===== src/common/surf_ctrl_pkg.sv =====
`default_nettype none

package surf_ctrl_pkg;

	// Control bus byte address, 20 bits as on the PCI control path.
	typedef logic [19:0] ctrl_addr_t;
	// One bus data word.
	typedef logic [31:0] ctrl_data_t;
	// Board LED drive.
	typedef logic [3:0] led_t;
	// Word index into the sample buffer.
	typedef logic [7:0] buf_index_t;
	// Top four address bits pick a 64 KiB block.
	typedef logic [3:0] blk_sel_t;

	// Block map.
	localparam blk_sel_t BLK_ID = 4'd0;
	localparam blk_sel_t BLK_DMA = 4'd1;
	localparam blk_sel_t BLK_BUF = 4'd2;

	// ID and control block registers.
	localparam logic [15:0] REG_VERSION = 16'h0000;
	localparam logic [15:0] REG_SCRATCH = 16'h0004;
	localparam logic [15:0] REG_CONTROL = 16'h0008;
	localparam logic [15:0] REG_IRQ = 16'h000C;

	// DMA engine registers.
	localparam logic [15:0] DMA_SRC = 16'h0000;
	localparam logic [15:0] DMA_DST = 16'h0004;
	localparam logic [15:0] DMA_COUNT = 16'h0008;
	localparam logic [15:0] DMA_GO = 16'h000C;

	// Firmware version fields, packed in this order into one word.
	localparam logic [3:0] BOARD_REV = 4'h1;
	localparam logic [3:0] FW_MONTH = 4'd8;
	localparam logic [7:0] FW_DAY = 8'd28;
	localparam logic [3:0] FW_MAJOR = 4'd0;
	localparam logic [3:0] FW_MINOR = 4'd5;
	localparam logic [7:0] FW_REVISION = 8'd3;

endpackage

`default_nettype wire


===== src/dma/dma_engine.sv =====
`timescale 1ns/1ns
`default_nettype none

module dma_engine (
	input  wire                        sys_clk,
	input  wire                        reset_i,
	input  wire                        stb_i,
	input  wire                        we_i,
	input  wire surf_ctrl_pkg::ctrl_addr_t adr_i,
	input  wire surf_ctrl_pkg::ctrl_data_t dat_i,
	output surf_ctrl_pkg::ctrl_data_t  dat_o,
	output logic                       ack_o,
	output logic                       m_cyc_o,
	output logic                       m_stb_o,
	output logic                       m_we_o,
	output surf_ctrl_pkg::ctrl_addr_t  m_adr_o,
	output surf_ctrl_pkg::ctrl_data_t  m_dat_o,
	input  wire surf_ctrl_pkg::ctrl_data_t m_dat_i,
	input  wire                        m_ack_i,
	input  wire                        m_err_i,
	output logic                       done_o
);
	import surf_ctrl_pkg::*;

	typedef enum logic [1:0] {DMA_IDLE, DMA_READ, DMA_WRITE, DMA_NEXT} dma_state_t;

	dma_state_t state;
	ctrl_addr_t src;
	ctrl_addr_t dst;
	ctrl_addr_t cur_src;
	ctrl_addr_t cur_dst;
	ctrl_data_t count;
	ctrl_data_t remain;
	ctrl_data_t rd_word;
	logic stb_q;
	logic busy;
	logic acc;
	logic go;
	logic m_done;
	logic abort;
	logic [15:0] reg_off;

	assign reg_off = adr_i[15:0];
	assign acc = stb_i && !ack_o;
	assign busy = (state != DMA_IDLE);
	// GO is ignored while a copy runs.
	assign go = acc && we_i && (reg_off == DMA_GO) && !busy;
	assign m_done = stb_q && m_ack_i;
	assign abort = stb_q && m_err_i;
	// Same edge as busy falling, so the IRQ bit sets with it.
	assign done_o = abort || (state == DMA_NEXT && remain == '0);

	// Register slave.
	always_ff @(posedge sys_clk) begin
		if (reset_i) begin
			ack_o <= 1'b0;
			src <= '0;
			dst <= '0;
			count <= '0;
		end else begin
			ack_o <= acc;
			if (acc && we_i) begin
				case (reg_off)
					DMA_SRC: src <= dat_i[19:0];
					DMA_DST: dst <= dat_i[19:0];
					DMA_COUNT: count <= dat_i;
					default: ;
				endcase
			end
		end
	end

	always_ff @(posedge sys_clk) begin
		if (acc) begin
			case (reg_off)
				DMA_SRC: dat_o <= ctrl_data_t'(src);
				DMA_DST: dat_o <= ctrl_data_t'(dst);
				DMA_COUNT: dat_o <= count;
				DMA_GO: dat_o <= ctrl_data_t'(busy);
				default: dat_o <= '0;
			endcase
		end
	end

	// Copy FSM. Strobe drops for a cycle after every ack.
	always_ff @(posedge sys_clk) begin
		if (reset_i) begin
			state <= DMA_IDLE;
			stb_q <= 1'b0;
		end else begin
			case (state)
				DMA_IDLE: begin
					if (go)
						state <= DMA_NEXT;
				end
				DMA_NEXT: begin
					if (remain == '0) begin
						state <= DMA_IDLE;
					end else begin
						state <= DMA_READ;
						stb_q <= 1'b1;
					end
				end
				DMA_READ: begin
					if (abort) begin
						state <= DMA_IDLE;
						stb_q <= 1'b0;
					end else if (m_done) begin
						state <= DMA_WRITE;
						stb_q <= 1'b0;
					end
				end
				DMA_WRITE: begin
					if (abort) begin
						state <= DMA_IDLE;
						stb_q <= 1'b0;
					end else if (m_done) begin
						state <= DMA_NEXT;
						stb_q <= 1'b0;
					end else begin
						// Raise write strobe after the gap cycle.
						stb_q <= 1'b1;
					end
				end
				default: state <= DMA_IDLE;
			endcase
		end
	end

	// Working pointers and the word in flight.
	always_ff @(posedge sys_clk) begin
		if (go) begin
			cur_src <= src;
			cur_dst <= dst;
			remain <= count;
		end
		if (state == DMA_READ && m_done)
			rd_word <= m_dat_i;
		if (state == DMA_WRITE && m_done) begin
			cur_src <= cur_src + ctrl_addr_t'(4);
			cur_dst <= cur_dst + ctrl_addr_t'(4);
			remain <= remain - ctrl_data_t'(1);
		end
	end

	assign m_cyc_o = stb_q;
	assign m_stb_o = stb_q;
	assign m_we_o = (state == DMA_WRITE);
	assign m_adr_o = (state == DMA_WRITE) ? cur_dst : cur_src;
	assign m_dat_o = rd_word;

	a_idle_quiet: assert property (@(posedge sys_clk) disable iff (reset_i)
		(state == DMA_IDLE) |-> !m_stb_o);

endmodule

`default_nettype wire


===== config.mk =====
export PLATFORM = sky130hd
export DESIGN_NAME = dma_engine
export DESIGN_NICKNAME = d
export VERILOG_FILES = /design/src/common/surf_ctrl_pkg.sv /design/src/dma/dma_engine.sv
export SDC_FILE = /design/constraint.sdc
export NUM_CORES = 1
export LEC_CHECK = 0
export BUFFER_PORTS_ARGS = -buffer_cell sky130_fd_sc_hd__buf_4
export CORE_MARGIN = 2
export CORE_UTILIZATION = 56
export DETAILED_ROUTE_END_ITERATION = 8
export MAX_ROUTING_LAYER = met4
export PLACE_DENSITY_LB_ADDON = 0.3
export SLEW_MARGIN = 20
export SYNTH_ARGS = -nofsm -noshare
export SYNTH_HDL_FRONTEND = slang
export SYNTH_SLANG_ARGS = --single-unit

===== constraint.sdc =====
create_clock -name sys_clk -period 6.4 [get_ports sys_clk]
set_clock_uncertainty 0.2 [all_clocks]
set_input_delay 0.64 -clock sys_clk [delete_from_list [all_inputs] [get_ports sys_clk]]
set_output_delay 0.64 -clock sys_clk [all_outputs]
set_load 0.05 [all_outputs]

* Yosys cells after proc, flatten, opt, wreduce, memory -nomap -nowiden
Index checks and enable logic that the tools add are counted.
** Operators by class
- Equality and inequality tests :: 10
- Multiplexer cells :: 21
- Add/subtract/negate cells :: 3
- Reductions and logical operators :: 23
** Operator list (count)
- one-hot mux 32 bit (4 select lines) :: 1
- two-way mux 20 bit :: 5
- two-way mux 32 bit :: 2
- adder 20 x 3 -> 20 bit (second input constant) :: 2
- == test 16 x 4 -> 1 bit (second input constant) :: 2
- zero test 32 bit :: 1
- subtractor 32 x 1 -> 32 bit (second input constant) :: 1
- == test 16 x 3 -> 1 bit (second input constant) :: 1
- zero test 16 bit :: 1
- two-way mux 2 bit :: 5
- logical AND 1 bit :: 9
- one-hot mux 2 bit (4 select lines) :: 1
- two-way mux 1 bit :: 6
- AND reduction 2 bit :: 3
- AND reduction 3 bit :: 2
- == test 2 bit (second input constant) :: 2
- != test 2 bit (second input constant) :: 2
- nonzero test 2 bit :: 2
- != test 3 x 1 -> 1 bit (second input constant) :: 1
- != test 3 bit (second input constant) :: 1
- one-hot mux 1 bit (3 select lines) :: 1
- nonzero test 3 bit :: 1
- == test 2 x 1 -> 1 bit (second input constant) :: 1
- zero test 1 bit :: 2
- other kinds (2) :: 2
** Word-level totals
- Input port bits :: 90
- Flip-flop bits (word level) :: 212
- Word-level logic and storage cells :: 68

* Longest topological paths before layout
- Depth in word-level cells :: 7
- Mapped depth :: 8
- Depth with buffers taken out :: 7

* Least setup slack after synthesis
OpenSTA, ideal clock, no wires.
- Path type :: input -> register
- Start :: input stb_i
- End :: register cur_dst[10], enable pin
- Path slack :: 1.149 ns
- Data arrival time :: 4.623 ns
- Cell stages on the path :: 5
- Data required time :: 5.772 ns
- Setup time :: 0.428 ns
- Cells stage by stage :: nor2b_1 nand2_1 or4_1 or2_1 nand2_1
** Between the ends
- Longest elaborated chain between the ends :: 5
** Ends and longest elaborated chain
- start, declared :: RTL line dma_engine.sv:7 : input wire stb_i,
- logical AND 1 bit :: RTL line dma_engine.sv:44 : assign acc = stb_i && !ack_o;
- logical AND 1 bit (3 in a row) :: RTL line dma_engine.sv:47 : assign go = acc && we_i && (reg_off == DMA_GO) && !busy;
- nonzero test 2 bit (no line)
- end signal, assigned :: RTL line dma_engine.sv:134 : cur_dst <= dst;
- end signal, assigned :: RTL line dma_engine.sv:141 : cur_dst <= cur_dst + ctrl_addr_t'(4);
- end, declared :: RTL line dma_engine.sv:31 : ctrl_addr_t cur_dst;
No other way between the ends.
A chain may end at the register's enable or synchronous reset.

* Final worst setup path
- Start :: input adr_i[10]
- End :: register cur_src[7], enable pin
** Between the ends
- Longest elaborated chain between the ends :: 4
** Ends and longest elaborated chain
- start, declared :: RTL line dma_engine.sv:9 : input wire surf_ctrl_pkg::ctrl_addr_t adr_i,
- == test 16 x 4 -> 1 bit :: RTL line dma_engine.sv:47
- logical AND 1 bit (2 in a row) :: RTL line dma_engine.sv:47
- nonzero test 2 bit (no line)
- end signal, assigned :: RTL line dma_engine.sv:133 : cur_src <= src;
- end signal, assigned :: RTL line dma_engine.sv:140 : cur_src <= cur_src + ctrl_addr_t'(4);
- end, declared :: RTL line dma_engine.sv:30 : ctrl_addr_t cur_src;
No other way between the ends.

==> results_dict.tcl <==
set metrics [dict create \
    die_area_um2 18400 \
    die_h_um 136 \
    clk_path_buf_depth 3 \
    power_frac_seq_pct 51.6 \
    postRouteAntennaNets 0 \
    antenna_found_initial 0 \
    numCtsBuffers 22 \
    critPathKind "in -> reg" \
    finalSetupTns_ps 0 \
    cp-start-kind "input pin" \
    outcome "finished clean" \
    nFillCells 1303 \
    num_rows 48 \
    whs_path_depth 1 \
    syn_to_final_growth_pct 22.6 \
    clk_pin_slew_ps 60 \
    rr_worst_depth 5 \
    die_x_um 136 \
    crit_family "simple AND/OR/NAND/NOR gates" \
    synthArstFlopShare_pct 0 \
    cts_sinks 212 \
    wl_um 23700 \
    finalSetupViolations 0 \
    power.switching_w 0.000586 \
    fin_crit_sh_pct 57.8 \
    timing.rr.end "cur_src[7]$_DFFE_PP_" \
    yosys-top-cells-count "nand2_1, edfxtp_1, nor2_1, dfxtp_1, o21ai_0" \
    r2r_setup_slack_ps 3020 \
    critical_path.max_stage_delay_ps 660 \
    cts-root-buf "clkbuf_16" \
    place.gp.congestion 0.842 \
    diodes 0 \
    grt_start_max_net_pins 81 \
    final_util_pct 69.4 \
    synth_warnings 0 \
    comb_power_share_pct 4.6 \
    ioPinCount 179 \
    yosys_register_bits 212 \
    sw_frac_of_total_pct 20.7 \
    final_layout_size_suffix_gt1_share_pct 23.5 \
    tightestPinTransition_ps 1070 \
    power_density_nw_per_um2 238 \
    start_util_pct 56.6 \
    vias 7354 \
    synth-edff-count 136 \
    hold_class "in -> reg" \
    syn_avg_cell_area_um2 10.6 \
    multi_input_area_um2 3880 \
    p_int_w 0.00224 \
    maxCapViolations 0 \
    synth_area_leaders "edfxtp_1, dfxtp_1, mux2i_1, nand2_1, nor2_1" \
    cp_max_fo 26 \
    seqCellArea_um2 5610 \
    ys_seq_area_share_pct 57.9 \
    drt_drc_violations_left 0 \
    drt_iter0_markers 563 \
    cp_cell_sequence "buf_4 > or4_4 > nand4b_4 > or4_1 > or2_1 > nand2_2 > buf_4" \
    grt_pass1_wl_um 36800 \
    leakagePower_nw 4.34 \
    synth.distinct_cells 46 \
    netlist.area_leader.share_pct 42.1 \
    cts_hold_buf 0 \
    core_um2 17100 \
    endpoint_kind "flip-flop" \
    whs_endpoint "m_dat_o[6]$_DFFE_PP_" \
    grt.overflow.total 0 \
    post_cts_buffers 0 \
    firstDrtPassIters 5 \
    post_cts_resize_count 0 \
    mappedNetlistArea_um2 9690 \
    r2r-start "state[1]$_SDFFE_PP0P_" \
    crit_buf_inv 2 \
    grt_pass1_vias 7199 \
    viasPerCell 5.61 \
    rsz0062_at_grt "no" \
    critPathSlowestCell "or4_1" \
    cp.arrival_ps 3660 \
    htreeDepth 1 \
    portBuffers 174 \
    critPathRequiredTime_ps 6360 \
    maxSlewHeadroom_pct 28.4 \
    synth_ff_type "edfxtp_1" \
    crit_path_frequent_cell "buf_4" \
    nets 1165 \
    postSynthCellCount 915 \
    ir_drop_uv 175 \
    clk_latency_ps 500 \
    wire_per_inst_um 18.0 \
    synth_largest_area_cell "edfxtp_1" \
    syn_nets 1009 \
    fmax_mhz 270 \
    hp-start "m_dat_i[6]" \
    yosysMostFrequentCell "nand2_1" \
    fin_hold_ws_ps 124 \
    p_clk_share_pct 43.9 \
    dpl.hpwl_um 15800 \
    hold_viol_final 0 \
    finalMaxSlewViolations 0 \
    min_period_ps 3700 \
    tritoncts "yes" \
    grt_util_all_layers_pct 26.2 \
]
cell usage in the layout, fill, tap and decap left out, drive strengths merged, types with 2 or more instances in the layout:
cell      n
nor2     92
nor3     16
buf     184
or2       2
nor2b     5
clkbuf   33
xnor2    33
mux2i    59
and3     11
edfxtp  136
or3       5
o21ai    72
o21bai    2
a211oi    2
nor3b     2
xor2     27
nand4     8
a21oi    56
clkinv    5
nand2   153
mux2     20
inv       9
a21o      2
nor4     19
dfxtp    76
nand3    16
nand4b    2
and2     16
nand2b    2
ha        4
or4      10
nor4b     2
cell families after synthesis:
family / count (synthesis) / share of synthesized area, %
simple gates: 363 / 17.9
flops: 212 / 57.9
compound gates: 137 / 7.33
mux: 79 / 8.42
xor+xnor: 60 / 5.42
buf+inv: 60 / 2.57
fa+ha+maj: 4 / 0.517
cell type report:
cell class	count	area share, %
clock inverters	7	0.516
multi-input cells	643	32.7
repair buffers	184	11.6
well taps	225	2.37
clock buffers	33	5.41
flip-flops and latches	212	47.2
inverters	8	0.253
per-layer routing:
layer  GRT usage (%)  up-vias  routed length (um)
met3            4.00       36                1830
met5               -        -                   0
li1                -     3545                   -
met1            33.8     3499                9800
met2            43.3      274               11600
met4            7.47        0                 411
power by group through the flow:
stage	Combinational, W	Sequential (W)	Clock [W]
after floorplan	0.0000242	0.00152	0
after global placement	0.000128	0.00149	0
after detailed placement	0.000130	0.00149	0
after CTS	0.000130	0.00146	0.00126
after global routing	0.000136	0.00146	0.00131
final	0.000130	0.00146	0.00124
metrics by stage:
step                      total power [W]  instance area [um2]  setup slack (ps)  cells
after floorplan                   0.00154                 9690              1150    915
after global placement            0.00161                11200              2250   1272
after detailed placement          0.00162                11200              2190   1272
after CTS                         0.00284                11900              2710   1312
after global routing              0.00290                11900              2550   1312
final                             0.00283                11900              2700   1312
flip-flops by register name, summed over array words and instances (netlist names):
signal   count
cur_src     20
state        2
count       32
dat_o       32
cur_dst     20
ack_o        1
m_dat_o     32
m_cyc_o      1
remain      32
src         20
dst         20
worst reg2reg max path, cell delays in order (launching register included):
cell and delay, ps:
dfxtp_1 480, nand2b_1 150, inv_2 470, nand3_4 570, nand2_2 720, buf_4 440
worst max-delay path by stage:
stage / start / end / slack, ps / cells past startpoint
2_1_floorplan: stb_i / cur_dst[10]$_DFFE_PP_ / 1150 / 5
3_3_place_gp: adr_i[10] / cur_src[12]$_DFFE_PP_ / 2250 / 7
3_5_place_dp: adr_i[10] / cur_dst[13]$_DFFE_PP_ / 2190 / 7
4_1_cts: remain[20]$_DFFE_PP_ / done_o / 2710 / 6
5_1_grt: adr_i[10] / cur_src[6]$_DFFE_PP_ / 2550 / 7
6_report: adr_i[10] / cur_src[7]$_DFFE_PP_ / 2700 / 7
No activity file was read; power rests on OpenSTA's default activity.
