`config.mk`:
```
export PLATFORM = sky130hd
export DESIGN_NAME = ctrl_bus_arbiter
export DESIGN_NICKNAME = d
export VERILOG_FILES = /design/src/common/surf_ctrl_pkg.sv /design/src/verilog/ctrl_bus_arbiter.sv
export SDC_FILE = /design/constraint.sdc
export NUM_CORES = 1
export LEC_CHECK = 0
export BUFFER_PORTS_ARGS = -buffer_cell sky130_fd_sc_hd__buf_4
export CAP_MARGIN = 30
export CORE_AREA = 2 2 131 133
export CTS_CLUSTER_DIAMETER = 60
export DETAILED_ROUTE_END_ITERATION = 8
export DIE_AREA = 0 0 133 135
export PLACE_DENSITY_LB_ADDON = 0.2
export SYNTH_ARGS = -nofsm -noshare
export SYNTH_HDL_FRONTEND = slang
export SYNTH_SLANG_ARGS = --single-unit
```
`constraint.sdc`:
```
create_clock -name sys_clk -period 2.71 [get_ports sys_clk]
set_input_delay 0.6775 -clock sys_clk [delete_from_list [all_inputs] [get_ports sys_clk]]
set_output_delay 0.6775 -clock sys_clk [all_outputs]
set_load 0.01 [all_outputs]
```
`src/common/surf_ctrl_pkg.sv`:
```
`default_nettype none

package surf_ctrl_pkg;

	// Control bus byte address, 20 bits as on the PCI control path.
	typedef logic [19:0] ctrl_addr_t;
	// One bus data word.
	typedef logic [31:0] ctrl_data_t;
	// Board LED drive.
	typedef logic [3:0] led_t;
	// Word index into the sample buffer.
	typedef logic [7:0] buf_index_t;
	// Top four address bits pick a 64 KiB block.
	typedef logic [3:0] blk_sel_t;

	// Block map.
	localparam blk_sel_t BLK_ID = 4'd0;
	localparam blk_sel_t BLK_DMA = 4'd1;
	localparam blk_sel_t BLK_BUF = 4'd2;

	// ID and control block registers.
	localparam logic [15:0] REG_VERSION = 16'h0000;
	localparam logic [15:0] REG_SCRATCH = 16'h0004;
	localparam logic [15:0] REG_CONTROL = 16'h0008;
	localparam logic [15:0] REG_IRQ = 16'h000C;

	// DMA engine registers.
	localparam logic [15:0] DMA_SRC = 16'h0000;
	localparam logic [15:0] DMA_DST = 16'h0004;
	localparam logic [15:0] DMA_COUNT = 16'h0008;
	localparam logic [15:0] DMA_GO = 16'h000C;

	// Firmware version fields, packed in this order into one word.
	localparam logic [3:0] BOARD_REV = 4'h1;
	localparam logic [3:0] FW_MONTH = 4'd8;
	localparam logic [7:0] FW_DAY = 8'd28;
	localparam logic [3:0] FW_MAJOR = 4'd0;
	localparam logic [3:0] FW_MINOR = 4'd5;
	localparam logic [7:0] FW_REVISION = 8'd3;

endpackage

`default_nettype wire

```
`src/verilog/ctrl_bus_arbiter.sv`:
```
`timescale 1ns/1ns
`default_nettype none

module ctrl_bus_arbiter (
	input  wire                        sys_clk,
	input  wire                        reset_i,
	input  wire                        host_cyc_i,
	input  wire                        host_stb_i,
	input  wire                        host_we_i,
	input  wire surf_ctrl_pkg::ctrl_addr_t host_adr_i,
	input  wire surf_ctrl_pkg::ctrl_data_t host_dat_i,
	output surf_ctrl_pkg::ctrl_data_t  host_dat_o,
	output logic                       host_ack_o,
	output logic                       host_err_o,
	input  wire                        dma_cyc_i,
	input  wire                        dma_stb_i,
	input  wire                        dma_we_i,
	input  wire surf_ctrl_pkg::ctrl_addr_t dma_adr_i,
	input  wire surf_ctrl_pkg::ctrl_data_t dma_dat_i,
	output surf_ctrl_pkg::ctrl_data_t  dma_dat_o,
	output logic                       dma_ack_o,
	output logic                       dma_err_o,
	output logic                       slv_we_o,
	output surf_ctrl_pkg::ctrl_addr_t  slv_adr_o,
	output surf_ctrl_pkg::ctrl_data_t  slv_dat_o,
	output logic                       id_stb_o,
	output logic                       dmar_stb_o,
	output logic                       buf_stb_o,
	input  wire surf_ctrl_pkg::ctrl_data_t id_dat_i,
	input  wire                        id_ack_i,
	input  wire surf_ctrl_pkg::ctrl_data_t dmar_dat_i,
	input  wire                        dmar_ack_i,
	input  wire surf_ctrl_pkg::ctrl_data_t buf_dat_i,
	input  wire                        buf_ack_i
);
	import surf_ctrl_pkg::*;

	typedef enum logic [1:0] {ARB_IDLE, ARB_HOST, ARB_DMA} arb_state_t;

	arb_state_t state;
	logic last_dma;
	logic host_req;
	logic dma_req;
	logic host_gnt;
	logic dma_gnt;
	logic own_stb;
	logic unmapped;
	logic err_q;
	logic rd_ack;
	blk_sel_t blk;
	ctrl_data_t rd_dat;

	assign host_req = host_cyc_i && host_stb_i;
	assign dma_req = dma_cyc_i && dma_stb_i;
	assign host_gnt = (state == ARB_HOST);
	assign dma_gnt = (state == ARB_DMA);

	// Owner's request goes onto the shared slave side.
	always_comb begin
		slv_we_o = 1'b0;
		slv_adr_o = '0;
		slv_dat_o = '0;
		own_stb = 1'b0;
		if (host_gnt) begin
			slv_we_o = host_we_i;
			slv_adr_o = host_adr_i;
			slv_dat_o = host_dat_i;
			own_stb = host_req;
		end else if (dma_gnt) begin
			slv_we_o = dma_we_i;
			slv_adr_o = dma_adr_i;
			slv_dat_o = dma_dat_i;
			own_stb = dma_req;
		end
	end

	// Block decode.
	assign blk = slv_adr_o[19:16];
	assign unmapped = !(blk inside {BLK_ID, BLK_DMA, BLK_BUF});
	assign id_stb_o = own_stb && (blk == BLK_ID);
	assign dmar_stb_o = own_stb && (blk == BLK_DMA);
	assign buf_stb_o = own_stb && (blk == BLK_BUF);

	// Return path from the addressed slave.
	always_comb begin
		rd_dat = '0;
		rd_ack = 1'b0;
		case (blk)
			BLK_ID: begin
				rd_dat = id_dat_i;
				rd_ack = id_ack_i;
			end
			BLK_DMA: begin
				rd_dat = dmar_dat_i;
				rd_ack = dmar_ack_i;
			end
			BLK_BUF: begin
				rd_dat = buf_dat_i;
				rd_ack = buf_ack_i;
			end
			default: ;
		endcase
	end

	// An unmapped block gets a one cycle err in the slot of a slave ack.
	always_ff @(posedge sys_clk) begin
		if (reset_i)
			err_q <= 1'b0;
		else
			err_q <= own_stb && unmapped && !err_q;
	end

	// Grant FSM; on a tie the master not served last wins.
	always_ff @(posedge sys_clk) begin
		if (reset_i) begin
			state <= ARB_IDLE;
			last_dma <= 1'b0;
		end else begin
			case (state)
				ARB_IDLE: begin
					if (host_req && (!dma_req || last_dma)) begin
						state <= ARB_HOST;
						last_dma <= 1'b0;
					end else if (dma_req) begin
						state <= ARB_DMA;
						last_dma <= 1'b1;
					end
				end
				ARB_HOST, ARB_DMA: begin
					if (rd_ack || err_q)
						state <= ARB_IDLE;
				end
				default: state <= ARB_IDLE;
			endcase
		end
	end

	// Only the owner sees data and the handshake.
	assign host_dat_o = host_gnt ? rd_dat : '0;
	assign host_ack_o = host_gnt && rd_ack;
	assign host_err_o = host_gnt && err_q;
	assign dma_dat_o = dma_gnt ? rd_dat : '0;
	assign dma_ack_o = dma_gnt && rd_ack;
	assign dma_err_o = dma_gnt && err_q;

	// One owner and one addressed slave at a time.
	a_one_grant: assert property (@(posedge sys_clk) disable iff (reset_i)
		!(host_gnt && dma_gnt));
	a_one_strobe: assert property (@(posedge sys_clk) disable iff (reset_i)
		$onehot0({id_stb_o, dmar_stb_o, buf_stb_o}));

endmodule

`default_nettype wire

```
# Word-level counts from Yosys, hierarchy flattened

Cells that the tools add are included.
Widths: inputs -> output; s select.

Bits in registers: 4
Bits in latches: 0
Memory bits (writable): 0
Bits in read-only memories: 0
Input port bits: 211
Output and inout bits: 124
Word-level logic and storage cells: 51
Memories: 0

Add/sub/neg operators: 0
Multiply operators: 0
Divide/modulo/power cells: 0
Magnitude comparators: 0
Equal/unequal tests: 6
Shifts and indexed selects: 0
Mux-type cells: 18
Bitwise gates (word level): 0
Reductions and logical operators: 24

Operators by type and width:

| kind               | count |
|---|---|
| $mux 32            | 4 |
| $pmux 32 s3        | 1 |
| $mux 20            | 2 |
| $logic_and 1x1->1  | 12 |
| $mux 1             | 6 |
| $mux 2             | 3 |
| $eq 4x1->1 const B | 1 |
| $eq 4x2->1 const B | 1 |
| $logic_not 4->1    | 1 |
| $pmux 2 s2         | 1 |
| $reduce_and 2->1   | 2 |
| $logic_not 1->1    | 3 |
| $ne 3x3->1 const B | 1 |
| $pmux 1 s3         | 1 |
| $reduce_bool 3->1  | 1 |
| $eq 2x1->1 const B | 1 |
| $eq 2x2->1 const B | 1 |
| $logic_not 2->1    | 1 |
| $logic_or 1x1->1   | 2 |
| $ne 2x2->1 const B | 1 |
| $reduce_bool 2->1  | 1 |
| $reduce_or 2->1    | 1 |

# Depth between registers and ports, before layout

Word-level depth: 8
Mapped depth: 9
Depth with buffers taken out: 7

# Worst setup path before layout

OpenSTA, ideal clock, no wires.

Kind: input -> output
Start: in dma_adr_i[17]
End: out dma_dat_o[22]
Arrival time: 1.724 ns
Data required time: 2.033 ns
Setup slack: 0.308 ns
Stages on the path: 6
Buffers on the path: 1
Cells stage by stage: nand2_1 o32ai_2 clkbuf_1 and2_1 o21ai_1 nor2_1

Cells in the longest elaborated chain, start to end: 5
Elaborated cells on any way between the ends: 7
Classes of those cells: 2 x eq/ne; 4 x mux; 1 x reduce/logical

Ends and longest elaborated chain:

| item                                     | RTL line                | source |
|---|---|---|
| start, declared                          | ctrl_bus_arbiter.sv:18  | `input wire surf_ctrl_pkg::ctrl_addr_t dma_adr_i,` |
| $mux 20 (*)                              | ctrl_bus_arbiter.sv:69  | `end else if (dma_gnt) begin` |
| $mux 20 (*)                              | ctrl_bus_arbiter.sv:64  | `if (host_gnt) begin` |
| $eq 4x2->1, or another cell as far along | ctrl_bus_arbiter.sv:88  | `case (blk)` |
| $pmux 32 s3 (*)                          | ctrl_bus_arbiter.sv:88  |  |
| $mux 32 (*)                              | ctrl_bus_arbiter.sv:142 | `assign dma_dat_o = dma_gnt ? rd_dat : '0;` |
| end, declared                            | ctrl_bus_arbiter.sv:20  | `output surf_ctrl_pkg::ctrl_data_t dma_dat_o,` |

Every way passes the cells marked *; elsewhere a longest branch is shown, timed or not.

# Final worst setup path

Start: reg state[1]
End: out host_ack_o

Cells in the longest elaborated chain, start to end: 6
Elaborated cells on any way between the ends: 9
Classes of those cells: 4 x eq/ne; 3 x mux; 2 x reduce/logical

Ends and longest elaborated chain:

| item                                     | RTL line                | source |
|---|---|---|
| start, declared                          | ctrl_bus_arbiter.sv:40  | `arb_state_t state;` |
| start signal, assigned                   | ctrl_bus_arbiter.sv:116 | `state <= ARB_IDLE;` |
| start signal, assigned                   | ctrl_bus_arbiter.sv:122 | `state <= ARB_HOST;` |
| start signal, assigned                   | ctrl_bus_arbiter.sv:125 | `state <= ARB_DMA;` |
| $eq 2x2->1                               | ctrl_bus_arbiter.sv:56  | `assign dma_gnt = (state == ARB_DMA);` |
| $mux 20                                  | ctrl_bus_arbiter.sv:69  |  |
| $mux 20                                  | ctrl_bus_arbiter.sv:64  |  |
| $eq 4x2->1, or another cell as far along | ctrl_bus_arbiter.sv:88  |  |
| $pmux 1 s3                               | ctrl_bus_arbiter.sv:88  |  |
| $logic_and 1x1->1 (*)                    | ctrl_bus_arbiter.sv:140 | `assign host_ack_o = host_gnt && rd_ack;` |
| end, declared                            | ctrl_bus_arbiter.sv:13  | `output logic host_ack_o,` |

Marks and branches as above.

==> impl_metrics.toml <==
[cts]
clk_path_buf_depth = 2
clkTransAtPathRegs_ns = 0.03
clock_latency_on_the_worst_skew_pair_ns = 0.22
cts-hold-fix-buffers = 0
tritoncts = "yes"
htreeDepth = 1
root_buffer = "clkbuf_16"
cts.sinks = 4
tritoncts.num_buffers = 3

[worst_setup_path]
worst_path_most_repeated_cell = "buf_6"
crit_buf_inv = 5
worst-path-max-fanout = 7
cp_slowest_cell = "dfxtp_2"
worst-r2r-setup-slack_ns = 0.63
timing.critical_path.cells = "inv_2, ha_4, buf_8, buf_6, o21ai_4, buf_12, a211oi_4, or2_4, and2_4, buf_6"
critical_path_arrival_ns = 2.01
start_kind = "register"
worst-r2r-cell-count = 11
critPathKind = "reg -> out"
cp-end-kind = "output port"
reg_to_reg_end = "state[1]$_SDFFE_PP0P_"
timing.rr.start = "state[1]$_SDFFE_PP0P_"
slowest_delay_ns = 0.35
worst_path_dominant_cell_family = "buffers and inverters"
cp_data_required_time_ns = 2.03

[pwr]
sw_frac_of_total = 0.424
power_density_mw_per_mm2 = 280
power.ir.vdd_worst_uv = 157
report.power.total_w = 0.00170
seq_power_share = 0.041
pwr-share-clk = 0.134
switching_power_w = 0.000719
cellInternalPower_w = 0.000977
p_leak_nw = 2.89
power.share.combinational = 0.825

[drt]
detail-route-antenna-nets = 0
met1_length_mm = 6.36
routed.top_layer = "met4"
drt_drc_violations_left = 0
route.vias.total = 4632
routed_wire_length_per_instance_um = 16.4
firstDrtPassIters = 5
met3_wirelength_mm = 1.47
avgViaCountPerCell = 4.46
met2_length_mm = 9.05
detail_route.iter0.violations = 118
drt_wirelength_mm = 17.1

[cells_and_area]
area.growth.synth_to_final_pct = 157
drive_above_1_share = 0.587
layoutNonFillerInstCount = 1039
layout.core_utilization = 0.369
design_area_mm2 = 0.00605
final_net_count = 1035
antennaDiodeCount = 0

[synthesis]
synth_seq_cells = 4
seq_area_frac_synth = 0.0340
synth.avg_cell_area_um2 = 4.94
synth_flop_cell = "dfxtp_1"
netlist_instances = 476
async_reset_ff_frac = 0
yosys_warnings = 0
synth_enable_flop_cells = 0
synth_cell_type_count = 37
nets_in_the_synthesized_netlist = 690
netlist_area_pre_place_mm2 = 0.00235

[sta]
timing.final.hold_violations = 0
max_freq_ghz = 0.372
max_slew_margin = 0.673
unrepaired_setup_endpoints_after_global_routing = "yes"
setup_viol = 0
tightestPinTransition_ns = 0.490
slew_violations = 0
final_min_period_over_clock_period = 0.991
finalWorstPathRequiredPeriod_ns = 2.69
whs_ns = 0.475
clock-skew-final_ns = 0.000372

[flow_run]
cap_violations = 0

[placed_design]
detailed_place_hpwl_mm = 13.2
finalWeightedCongestion = 0.769
post_dp_cell_area_mm2 = 0.00533
number_of_buffer_cells_added_on_primary_ports = 334
placed_cells = 1017

[grt]
number_of_antenna_violations_at_the_first_check_in_global_routing = 0
wire_length_of_the_first_global_routing_pass_mm = 23.6
gr-usage-all-layers = 0.166
globalRouteOverflowTotal = 0
grt_max_degree = 55
grt_pass1_vias = 4313

[die]
die_w_um = 133
starting_density = 0.143
die_height_um = 135
rows = 47
design.die.area_mm2 = 0.0180
io_pins = 335
core_mm2 = 0.0164

[hold_path]
min_to = "err_q$_SDFF_PP0_"
hp-class = "reg -> reg"
hold-path-cell-count = 1
min-delay-start = "err_q$_SDFF_PP0_"

[status]
run_status = "completed"
-- power groups by stage --
stage,registers [W],clock network (W),logic (W)
6_report,0.0000694,0.000228,0.00140
5_1_grt,0.0000702,0.000236,0.00152
4_1_cts,0.0000689,0.000232,0.00122
3_5_place_dp,0.0000683,0,0.00118
3_3_place_gp,0.0000682,0,0.00119
2_1_floorplan,0.0000668,0,0.000512
-- kinds of logic after synthesis --
family,Yosys count,synth area share
AOI/OAI and AO/OA,168,0.390
adders and majority gates,3,0.0160
buffers and inverters,51,0.0867
DFF,4,0.0340
and+or+nand+nor,250,0.473
-- routing by layer --
| layer | global-route usage | up-vias |
|---|---|---|
| li1 | - | 2291 |
| met1 | 0.186 | 2095 |
| met2 | 0.320 | 234 |
| met3 | 0.0387 | 12 |
| met4 | 0.0299 | 0 |
| met5 | 0 | - |
-- cell usage after synthesis, types with 3 or more instances --
library cell | n | share of area
ha_1 | 3 | 0.016
and2_1 | 36 | 0.096
o21ai_0 | 86 | 0.18
nand3_1 | 33 | 0.070
nor2_1 | 66 | 0.11
a21oi_1 | 35 | 0.074
dfxtp_1 | 4 | 0.034
clkbuf_1 | 30 | 0.048
o21ai_1 | 32 | 0.068
nand2_1 | 102 | 0.16
inv_1 | 6 | 0.0096
buf_2 | 4 | 0.0085
buf_1 | 9 | 0.014
-- repair_timing --
action | in CTS | in global routing
setup endpoints to repair | 61 | 69
gates cloned | 0 | 5
buffers inserted | 7 | 7
pin swaps | 5 | 44
gates resized for setup | 17 | 98
-- cell usage in the layout (no fill, tap or decap), types with 2 or more instances in the layout --
cell type  Yosys  final
buf_4          2    359
nand2_1      102    101
o21ai_0       86     81
nor2_1        66     63
nand3_1       33     33
o21ai_2        2     27
and2_4         0     24
a21oi_1       35     20
and2_1        36     13
a21oi_2        0     12
buf_12         0     11
buf_6          0      9
clkbuf_16      0      7
o21ai_4        0      6
o21ai_1       32      6
inv_1          6      4
a21oi_4        0      3
nor2_2         0      3
inv_2          0      2
a22o_1         2      2
ha_4           0      2
dfxtp_1        4      2
dfxtp_2        0      2
-- registers in the layout (all words and copies together), names as in the netlist --
name and flops:
err_q 1, state 2, last_dma 1
-- final cells by class --
cell class	count	area, µm²
Tap cell	220	275
Inverter	6	22.5
Clock buffer	3	75.1
Fill cell	1815	10400
Sequential cell	4	82.6
Multi-Input combinational cell	421	2450
Timing Repair Buffer	385	3150
-- worst reg2reg max path: stages (launching register included) --
cell      delay, ns
dfxtp_2        0.35
inv_2          0.06
ha_4           0.19
buf_8          0.14
buf_6          0.12
o21ai_4        0.17
buf_12         0.16
a211oi_4       0.05
buf_4          0.14
buf_4          0.12
o311ai_2       0.34
o32ai_2        0.13
-- how the worst max path moves through the flow --
stage / startpoint / to / slack [ns] / cells after the start
6_report: state[1]$_SDFFE_PP0P_ / host_ack_o / 0.02 / 10
5_1_grt: state[1]$_SDFFE_PP0P_ / dma_dat_o[18] / -0.09 / 10
3_5_place_dp: host_adr_i[16] / host_dat_o[31] / -0.02 / 8
3_3_place_gp: host_adr_i[16] / dma_dat_o[31] / -0.04 / 8
4_1_cts: state[1]$_SDFFE_PP0P_ / host_dat_o[29] / -0.006 / 9
2_1_floorplan: dma_adr_i[17] / dma_dat_o[22] / 0.31 / 6
-- per-stage QoR --
stage                     setup TNS (ns)  worst slack, ns
after global placement           -0.0772          -0.0417
final                                  0           0.0233
after floorplan                        0            0.308
after global routing               -2.50          -0.0919
after detailed placement         -0.0261          -0.0160
after CTS                       -0.00577         -0.00577
No activity file was read; power rests on OpenSTA's default activity.
