===== src/common/surf_ctrl_pkg.sv =====
`default_nettype none

package surf_ctrl_pkg;

	// Control bus byte address, 20 bits as on the PCI control path.
	typedef logic [19:0] ctrl_addr_t;
	// One bus data word.
	typedef logic [31:0] ctrl_data_t;
	// Board LED drive.
	typedef logic [3:0] led_t;
	// Word index into the sample buffer.
	typedef logic [7:0] buf_index_t;
	// Top four address bits pick a 64 KiB block.
	typedef logic [3:0] blk_sel_t;

	// Block map.
	localparam blk_sel_t BLK_ID = 4'd0;
	localparam blk_sel_t BLK_DMA = 4'd1;
	localparam blk_sel_t BLK_BUF = 4'd2;

	// ID and control block registers.
	localparam logic [15:0] REG_VERSION = 16'h0000;
	localparam logic [15:0] REG_SCRATCH = 16'h0004;
	localparam logic [15:0] REG_CONTROL = 16'h0008;
	localparam logic [15:0] REG_IRQ = 16'h000C;

	// DMA engine registers.
	localparam logic [15:0] DMA_SRC = 16'h0000;
	localparam logic [15:0] DMA_DST = 16'h0004;
	localparam logic [15:0] DMA_COUNT = 16'h0008;
	localparam logic [15:0] DMA_GO = 16'h000C;

	// Firmware version fields, packed in this order into one word.
	localparam logic [3:0] BOARD_REV = 4'h1;
	localparam logic [3:0] FW_MONTH = 4'd8;
	localparam logic [7:0] FW_DAY = 8'd28;
	localparam logic [3:0] FW_MAJOR = 4'd0;
	localparam logic [3:0] FW_MINOR = 4'd5;
	localparam logic [7:0] FW_REVISION = 8'd3;

endpackage

`default_nettype wire


===== src/verilog/id_ctrl_regs.sv =====
`timescale 1ns/1ns
`default_nettype none

module id_ctrl_regs #(
	parameter surf_ctrl_pkg::ctrl_data_t VERSION = 32'h0
) (
	input  wire                        sys_clk,
	input  wire                        reset_i,
	input  wire                        stb_i,
	input  wire                        we_i,
	input  wire surf_ctrl_pkg::ctrl_addr_t adr_i,
	input  wire surf_ctrl_pkg::ctrl_data_t dat_i,
	output surf_ctrl_pkg::ctrl_data_t  dat_o,
	output logic                       ack_o,
	input  wire                        dma_done_i,
	output surf_ctrl_pkg::led_t        led_o,
	output logic                       local_osc_en_o,
	output logic                       irq_o
);
	import surf_ctrl_pkg::*;

	// Control register bits above the LEDs.
	localparam int CTL_OSC_DIS = 4;
	localparam int CTL_IRQ_EN = 5;

	ctrl_data_t scratch;
	logic [5:0] control;
	logic irq_stat;
	logic acc;
	logic wr_en;
	logic [15:0] reg_off;

	assign reg_off = adr_i[15:0];
	// New access only when no ack is out.
	assign acc = stb_i && !ack_o;
	assign wr_en = acc && we_i;

	always_ff @(posedge sys_clk) begin
		if (reset_i)
			ack_o <= 1'b0;
		else
			ack_o <= acc;
	end

	always_ff @(posedge sys_clk) begin
		if (reset_i) begin
			control <= '0;
			irq_stat <= 1'b0;
		end else begin
			if (wr_en && reg_off == REG_CONTROL)
				control <= dat_i[5:0];
			// DMA done wins over a clear in the same cycle.
			if (dma_done_i)
				irq_stat <= 1'b1;
			else if (wr_en && reg_off == REG_IRQ && dat_i[0])
				irq_stat <= 1'b0;
		end
	end

	always_ff @(posedge sys_clk) begin
		if (wr_en && reg_off == REG_SCRATCH)
			scratch <= dat_i;
		if (acc) begin
			case (reg_off)
				REG_VERSION: dat_o <= VERSION;
				REG_SCRATCH: dat_o <= scratch;
				REG_CONTROL: dat_o <= ctrl_data_t'(control);
				REG_IRQ: dat_o <= ctrl_data_t'(irq_stat);
				default: dat_o <= '0;
			endcase
		end
	end

	assign led_o = control[3:0];
	// Bit set means oscillator off.
	assign local_osc_en_o = !control[CTL_OSC_DIS];
	assign irq_o = irq_stat && control[CTL_IRQ_EN];

endmodule

`default_nettype wire


===== config.mk =====
export PLATFORM = sky130hd
export DESIGN_NAME = id_ctrl_regs
export DESIGN_NICKNAME = d
export VERILOG_FILES = /design/src/common/surf_ctrl_pkg.sv /design/src/verilog/id_ctrl_regs.sv
export SDC_FILE = /design/constraint.sdc
export NUM_CORES = 1
export LEC_CHECK = 0
export ABC_AREA = 1
export BUFFER_PORTS_ARGS = -buffer_cell sky130_fd_sc_hd__clkbuf_2
export CORE_UTILIZATION = 53
export CTS_CLUSTER_DIAMETER = 100
export CTS_CLUSTER_SIZE = 10
export DETAILED_ROUTE_END_ITERATION = 8
export PLACE_DENSITY = 0.8
export SYNTH_ARGS = -nofsm -noshare
export SYNTH_HDL_FRONTEND = slang
export SYNTH_SLANG_ARGS = --single-unit

===== constraint.sdc =====
create_clock -name sys_clk -period 9.05 [get_ports sys_clk]
set_clock_uncertainty 0.1 [all_clocks]
set_input_delay 2.715 -clock sys_clk [delete_from_list [all_inputs] [get_ports sys_clk]]
set_output_delay 2.715 -clock sys_clk [all_outputs]
set_load 0.1 [all_outputs]

Yosys cells after proc, flatten, opt, wreduce, memory -nomap -nowiden
Cells that the tools add are included.
{"block": "op_classes", "n_reduce_logical": 10, "eq_ne": 3, "n_mux": 3}
{"cell": "$pmux 32 s3", "n": 1}
{"cell": "$eq 16x4->1 const B", "n": 2}
{"cell": "$eq 16x3->1 const B", "n": 1}
{"cell": "$logic_and 1x1->1", "n": 7}
{"cell": "$logic_not 1->1", "n": 2}
{"cell": "$mux 1", "n": 2}
{"cell": "$reduce_bool 2->1", "n": 1}
{"block": "totals", "ff_bits": 72, "elab_cells": 21, "output_inout_bits": 39, "in_bits": 57}

Depth between registers and ports, before layout
Gate-level depths: netlist (run 1).
{"block": "logic_depth", "ltp_word": 7, "ltp_mapped": 9, "ltp_nobuf": 8}

Least setup slack after synthesis (run 1)
OpenSTA, ideal clock, no wires.
{"block": "synth_path", "path_kind": "input-to-reg", "startpoint": "input port adr_i[15]", "endpoint": "register scratch[0], enable pin", "arrival_ps": 4582, "path_buffers": 0, "setup_ps": 421, "stages": 5, "setup_slack_ps": 3947, "cell_sequence": "nor2_1 -> nand2_1 -> nor2_4 -> nand2_2 -> nor2_1"}
{"block": "synth_between", "elab_chain_cells": 2}
{"element": "from (decl)", "line_no": "id_ctrl_regs.sv:11", "rtl": "input wire surf_ctrl_pkg::ctrl_addr_t adr_i,"}
{"element": "$eq 16x3->1", "line_no": "id_ctrl_regs.sv:61", "rtl": "if (wr_en && reg_off == REG_SCRATCH)"}
{"element": "$logic_and 1x1->1", "line_no": "id_ctrl_regs.sv:61"}
{"element": "to (signal assigned)", "line_no": "id_ctrl_regs.sv:62", "rtl": "scratch <= dat_i;"}
{"element": "to (decl)", "line_no": "id_ctrl_regs.sv:26", "rtl": "ctrl_data_t scratch;"}
Every way passes these cells.
A chain may end at the register's enable or synchronous reset.

Final worst setup path (run 1)
{"block": "layout_path", "startpoint": "input port adr_i[13]", "endpoint": "register scratch[18], enable pin"}
Same word-level chain as after synthesis.

==> results of run 1 <==
[worst register-to-register path: cells and delay by family, from the launching register on]
family / cells / cell delay, ns
DFF: 1 / 0.35
and+or+nand+nor: 2 / 1.00
[worst min path at each step]
stage / from / end / slack, ns / cells after the start
after floorplan: irq_stat$_SDFFE_PP0P_ / irq_stat$_SDFFE_PP0P_ / 0.35 / 2
after global placement: irq_stat$_SDFFE_PP0P_ / irq_stat$_SDFFE_PP0P_ / 0.37 / 2
after detailed placement: irq_stat$_SDFFE_PP0P_ / irq_stat$_SDFFE_PP0P_ / 0.38 / 2
after CTS: irq_stat$_SDFFE_PP0P_ / irq_stat$_SDFFE_PP0P_ / 0.38 / 2
after global routing: irq_stat$_SDFFE_PP0P_ / irq_stat$_SDFFE_PP0P_ / 0.40 / 2
final: irq_stat$_SDFFE_PP0P_ / irq_stat$_SDFFE_PP0P_ / 0.38 / 2
[cells by family (layout without fill, tap and decap cells)]
group,Yosys count,count (layout)
AO/OA/AOI/OAI,6,6
buffers and inverters,48,148
flip-flops,72,72
AND/OR/NAND/NOR,89,89
[routing by layer]
metal	part of all wire	track usage	wire length, µm
met5	0	0	0
met4	0.012	0.09188	51
met3	0.080	0.07133	349
met2	0.51	0.3014	2200
met1	0.40	0.1776	1735
[cells in the mapped netlist]
cell | number | area, µm²
a21oi_1 | 1 | 5.000
buf_4 | 5 | 37.54
buf_6 | 2 | 22.52
dfxtp_1 | 8 | 160.2
edfxtp_1 | 64 | 1922
inv_1 | 41 | 153.9
nand2_1 | 26 | 97.59
nand2_2 | 2 | 12.51
nand3_1 | 5 | 25.02
nand3_2 | 1 | 10.01
nand3b_1 | 1 | 7.510
nand4_1 | 1 | 6.260
nor2_1 | 49 | 183.9
nor2_2 | 1 | 6.260
nor2_4 | 2 | 22.52
nor3_1 | 1 | 5.000
o21ai_0 | 5 | 25.02
[metrics by stage]
step	worst slack [ns]	power (mW)	utilization	std cells	area, µm²
2_1_floorplan	3.947	0.4296	-	215	2703
3_3_place_gp	4.184	0.4482	0.6636	366	3197
3_5_place_dp	4.099	0.4490	0.6636	366	3197
4_1_cts	4.462	0.7408	0.7125	382	3432
5_1_grt	4.292	0.7563	0.7125	382	3432
6_report	4.505	0.7326	0.7125	382	3432
[registers in the layout (all words and copies together), names as in the netlist]
| register | count |
|---|---|
| dat_o | 32 |
| scratch | 32 |
| control | 6 |
| ack_o | 1 |
| irq_stat | 1 |
[layout make-up]
cell class / instances / area [µm²] / share of cell area
sequential: 72 / 2082 / 0.6066
inverter: 41 / 153.9 / 0.04484
clock inverter: 6 / 107.6 / 0.03135
clock buffer: 10 / 127.6 / 0.03719
multi-input combinational: 95 / 421.7 / 0.1229
timing repair buffer: 91 / 455.4 / 0.1327
tap: 67 / 83.83 / 0.02443
[report_power, final]
part	switching (mW)	internal, mW
clock	0.109	0.182
sequential	0.00208	0.368
combinational	0.0585	0.0132
total	0.170	0.563
[cell usage in the layout (no fill, tap or decap)]
cell type   n
nand3_2     1
nor2_1     47
nor3_1      1
a21oi_1     1
bufinv_16   3
clkinv_2    1
clkinv_1    1
nor2_2      1
inv_1      41
nand4_1     1
clkbuf_8    9
nand3_1     5
dfxtp_1     8
nand2_2     2
nand2_1    26
nor2_4      4
clkinv_4    1
edfxtp_1   64
clkbuf_1    1
o21ai_0     5
clkbuf_2   91
nand3b_1    1
==> results.md, run 1 <==
- Sequential fraction of the synthesis area: 0.7704
- Standard cell core area: 4817 µm²
- Fraction of the mapped netlist area in adder cells: 0
- Status: complete, no violations
- Total Neg Setup Slack: 0 ns
- Worst Setup EP: scratch[18]$_DFFE_PP_
- Area growth from synthesis to layout: 26.99%
- Unrepaired setup endpoints after global routing: no
- Post-synthesis simple-gate area fraction: 0.1394
- Worst EP required: 8.90 ns
- Port bufs: 91
- Max Buffers Root-to-Sink: 2
- Clock tree from TritonCTS: done
- Remaining Overflow, GRT: 0
- Root Buffer Master: clkbuf_8
- Final-stage net count: 367
- Achievable frequency: 220.0 MHz
- Level count of the clock H-tree: 3
- # rows: 25
- Largest delay share family, worst path: simple AND/OR/NAND/NOR gates
- Synthesized-area fraction occupied by xor and xnor cells: 0
- Leakage: 1.581 nW
- Hold Crit Class: reg -> reg
- Cell variety after synth: 17
- Pin count of the biggest net entering global routing: 33
- Number of buffers created by CTS: 9
- Crit. path cell count: 6
- Global-route wire length before repair: 6589 µm
- Total Routing Usage GR: 0.1732
- Filler cell count: 344
- Number of max-capacitance violations reported: 0
- Count of nets left with antenna violations after detail routing: 0
- Clk sink count: 72
- Number of buffers inserted to repair setup after CTS: 0
- Synth Area per Inst: 12.57 µm²
- DRC: 0
- FF-to-FF setup slack: 7.21 ns
- Clock-pin slew on the worst setup and hold paths: 0.07 ns
- Placed wire-length estimate after detailed placement: 2989 µm
- Critical path startpoint category: input port
- Buffers and inverters on the worst path: 1
- Initial standard-cell utilization of the core: 0.5610
- Start of the worst register-to-register path: ack_o$_SDFF_PP0_
- Signal arrival time at the worst endpoint: 4.40 ns
- Number of synthesis warnings: 0
- Number of buffers added to fix hold violations after cts: 0
- Final critical-path share of the clock period: 0.5023
- Vias in the first global route: 1569
- Per-cell via count in the routed design: 4.484
- Transition time at the pin with the least slew margin: 0.8970 ns
- DIE AREA: 5389 µm²
- Final setup fails: 0
- Number of top-level pins: 96
- CTS resizes: 0
- Critical path endpoint category: flip-flop
- Crit Reg-Reg Endpoint: scratch[18]$_DFFE_PP_
- Max transition margin: 0.4006
- First DRT Iteration DRCs: 62
- Launching element of the worst setup path: adr_i[13]
- Depth of the most critical reg-to-reg path: 2
- Die width: 73.41 µm
- IR Drop Worst-Case VDD: 0.1330 mV
- Cell with the most instances on the worst path: nor2_4
- Via count: 1713
- Net Count, Synth: 272
- Height of the die: 73.41 µm
- Dominant combinational cell family by area after synthesis: simple AND/OR/NAND/NOR gates
- N_diodes: 0
- Hold slack: 0.3829 ns
- Number of pins with negative max-slew slack in the final report: 0
- Clk Latency, worst-skew pair: 0.33 ns
- Initial antenna violation count: 0
- Syn Inst Count: 215
- Critical Path Max Stage Delay: 0.82 ns
- Avg WL per Cell: 11.35 µm
- Worst-path maximum fanout: 32
- Power density over cell area: 213.5 nW/µm²
- Cells traversed along the worst timing path: clkbuf_2, nor2_1, nand2_1, nor2_4, nand2_2, nor2_4
- Sum of routed wire length over all layers: 4336 µm
- Number of flip-flops and latches in the synthesized netlist: 72
- RD Place Congestion: 0.7362
- Post-synth design cell area: 2703 µm²
- Crit path kind: in -> reg
- CP max-delay cell: nor2_4
- Ratio of cells with drive above 1 in the final layout: 0.3587
- Mux contribution to synthesized area: 0
- Hold Fails Final Rpt: 0
- Final min period: 4.545 ns
- Compound-cell area share of the yosys netlist: 0.01111
- First-pass iteration count of the detailed router: 4
(Power assumes the default switching activity.)
==> run 2: changes to the inputs <==
--- a/config.mk
+++ b/config.mk
@@ -7,11 +7,11 @@
 export LEC_CHECK = 0
 export ABC_AREA = 1
 export BUFFER_PORTS_ARGS = -buffer_cell sky130_fd_sc_hd__clkbuf_2
-export CORE_UTILIZATION = 53
+export CORE_UTILIZATION = 49
 export CTS_CLUSTER_DIAMETER = 100
 export CTS_CLUSTER_SIZE = 10
 export DETAILED_ROUTE_END_ITERATION = 8
-export PLACE_DENSITY = 0.8
+export PLACE_DENSITY = 0.75
 export SYNTH_ARGS = -nofsm -noshare
 export SYNTH_HDL_FRONTEND = slang
 export SYNTH_SLANG_ARGS = --single-unit
==> constraint.sdc (replaced) <==
create_clock -name sys_clk -period 4.6 [get_ports sys_clk]
set_clock_uncertainty 0.1 [all_clocks]
set_input_delay 1.38 -clock sys_clk [delete_from_list [all_inputs] [get_ports sys_clk]]
set_output_delay 1.38 -clock sys_clk [all_outputs]
set_load 0.1 [all_outputs]
==> run 2 against run 1 <==
- die area grew 7.9%
- first-iteration DRC count grew 110%
- design area decreased by 1.3%
- global-route usage decreased by 0.58 points
- register-to-register slack got worse by 4.4 ns
- sequential share of layout area grew 0.81 points
- final cell count is 1.0% higher
- largest cell class unchanged
==> results.md, run 2 (synthesis gave the netlist of run 1 again) <==
- Power density over cell area: 390.6 nW/µm² (+83%)
- Crit Reg-Reg Endpoint: scratch[16]$_DFFE_PP_
- Port bufs: 91 (unchanged)
- Number of top-level pins: 96 (unchanged)
- Largest registers ranked by flip-flop count: dat_o: 32 flops, scratch: 32 flops, control: 6 flops
- Total Routing Usage GR: 0.1673 (-0.005845)
- DIE AREA: 5816 µm² (+7.9%)
- Unrepaired setup endpoints after global routing: no
- Worst EP required: 4.51 ns (-4.39 ns)
- Sum of routed wire length over all layers: 4383 µm (+1.1%)
- Number of buffers added to fix hold violations after cts: 0 (unchanged)
- Max Buffers Root-to-Sink: 2 (unchanged)
- Start of the worst register-to-register path: ack_o$_SDFF_PP0_
- RD Place Congestion: 0.7250 (-1.5%)
- Clock-pin slew on the worst setup and hold paths: 0.07 ns (about the same)
- Worst hold endpoint: irq_stat$_SDFFE_PP0P_
- Via count: 1714 (+0.058%)
- Critical path endpoint category: flip-flop
- Cell with the most instances on the worst path: nor2_4
- Filler cell count: 418 (+22%)
- Cells traversed along the worst timing path: clkbuf_2, nor2_1, nand2_1, nor2_4, nand2_2, nor2_4, buf_4
- IR Drop Worst-Case VDD: 0.1793 mV (+35%)
- Height of the die: 76.27 µm (+3.9%)
- FF-to-FF setup slack: 2.83 ns (-4.38 ns)
- Hold slack: 0.3881 ns (+0.005231 ns)
- Clk Latency, worst-skew pair: 0.33 ns (about the same)
- First DRT Iteration DRCs: 129 (+110%)
- Standard cell core area: 5205 µm² (+8.1%)
- Max transition margin: 0.4204 (+0.01981)
- Signal arrival time at the worst endpoint: 3.04 ns (-1.36 ns)
- Utilization of the core after routing: 0.6507 (-0.06175)
- Hold Crit Class: reg -> reg
- Level count of the clock H-tree: 3 (unchanged)
- Number of pins with negative max-slew slack in the final report: 0 (unchanged)
- Leakage: 1.561 nW (-1.3%)
- Commonest non-fill, non-tap cells in the layout: clkbuf_2 (91), edfxtp_1 (64), nor2_1 (47)
- Hold Fails Final Rpt: 0 (unchanged)
- Avg WL per Cell: 11.35 µm (about the same)
- CTS resizes: 0 (unchanged)
- Depth of the most critical reg-to-reg path: 3 (+1)
- Final setup fails: 0 (unchanged)
- Critical Path Max Stage Delay: 0.47 ns (-0.35 ns)
- Pin count of the biggest net entering global routing: 33 (unchanged)
- Die width: 76.27 µm (+3.9%)
- Leading cell type in the layout, fill and taps excluded: clkbuf_2
- Final-stage net count: 368 (+0.27%)
- Initial antenna violation count: 0 (unchanged)
- Count of nets left with antenna violations after detail routing: 0 (unchanged)
- Largest delay share family, worst path: simple AND/OR/NAND/NOR gates
- Root Buffer Master: clkbuf_8
- Cells after DPL: 370 (+1.1%)
- Initial standard-cell utilization of the core: 0.5192 (-0.04181)
- Buffers and inverters on the worst path: 2 (+1)
- Placement Cell Area: 3208 µm² (+0.35%)
- Final critical-path share of the clock period: 0.6810
- Clock tree from TritonCTS: done
- Vias in the first global route: 1672 (+6.6%)
- Status: complete, no violations
- Hold Startpoint: irq_stat$_SDFFE_PP0P_
- Placed wire-length estimate after detailed placement: 3112 µm (+4.1%)
- Number of buffers inserted to repair setup after CTS: 0 (unchanged)
- Total Neg Setup Slack: 0 ns (unchanged)
- CP max-delay cell: nor2_4
- Critical path startpoint category: input port
- Area growth from synthesis to layout: 25.32%
- Per-cell via count in the routed design: 4.440 (-0.98%)
- First-pass iteration count of the detailed router: 4 (unchanged)
- Crit path kind: in -> reg
- Achievable frequency: 319.2 MHz
- Count of cells along the worst hold path: 2 (unchanged)
- Number of max-capacitance violations reported: 0 (unchanged)
- Worst-path maximum fanout: 28 (-13%)
- Transition time at the pin with the least slew margin: 0.8673 ns (-0.02965 ns)
- Final min period: 3.133 ns
- # rows: 26 (+4.0%)
- Ratio of cells with drive above 1 in the final layout: 0.3544 (-0.004300)
- Number of buffers created by CTS: 9 (unchanged)
- DRC: 0 (unchanged)
- Post-route standard cell area excluding fillers: 3387 µm² (-1.3%)
- Clk sink count: 72 (unchanged)
- Global-route wire length before repair: 7348 µm (+12%)
- Final Instance Count excl. Fillers: 386 (+1.0%)
- Remaining Overflow, GRT: 0 (unchanged)
- N_diodes: 0 (unchanged)
[run 2: cell count changes in the layout (fill, tap and decap cells not counted), sizes merged]
cell / before / now
bufinv: 3 / 1
buf: 0 / 1
clkbuf: 101 / 102
clkinv: 3 / 4
[run 2: worst max path at each step]
stage	startpoint	end	cells after the start
4_1_cts	adr_i[15]	scratch[19]$_DFFE_PP_	7
5_1_grt	adr_i[9]	scratch[16]$_DFFE_PP_	7
3_3_place_gp	adr_i[13]	scratch[16]$_DFFE_PP_	7
6_report	adr_i[15]	scratch[16]$_DFFE_PP_	7
3_5_place_dp	adr_i[15]	scratch[24]$_DFFE_PP_	7
2_1_floorplan	adr_i[15]	scratch[0]$_DFFE_PP_	5
[run 2: per-stage QoR]
step,power (mW),setup WS [ns]
after global placement,0.8816,1.095
after detailed placement,0.8837,1.052
after floorplan,0.8453,0.8316
final,1.323,1.467
after global routing,1.369,1.262
after CTS,1.334,1.400
[run 2: report_power, final]
| part | internal, mW | leakage (nW) | switching (mW) | total, mW |
|---|---|---|---|---|
| sequential | 0.723 | 0.677 | 0.00435 | 0.728 |
| clock | 0.245 | 0.0922 | 0.210 | 0.455 |
| combinational | 0.0260 | 0.792 | 0.114 | 0.140 |
| total | 0.995 | 1.56 | 0.328 | 1.32 |
[run 2: layer usage]
layer	track usage	vias to the layer above	routed length, µm
li1	-	876	-
met1	0.1835	763	1761
met2	0.2910	65	2234
met3	0.04431	10	286
met4	0.09808	0	100
met5	0	-	0
[run 2: area by class of cell]
cell class | count | area [µm²] | share of cell area
clock inverters | 5 | 47.55 | 0.01404
clock buffers | 11 | 131.4 | 0.03879
flip-flops and latches | 72 | 2082 | 0.6147
multi-input cells | 95 | 421.7 | 0.1245
repair buffers | 92 | 462.9 | 0.1367
inverters | 41 | 153.9 | 0.04544
well taps | 70 | 87.58 | 0.02586
[run 2: worst min-delay path: stages, from the launching register on]
cell     delay, ns
dfxtp_1       0.33
nand2_1       0.07
a21oi_1       0.05
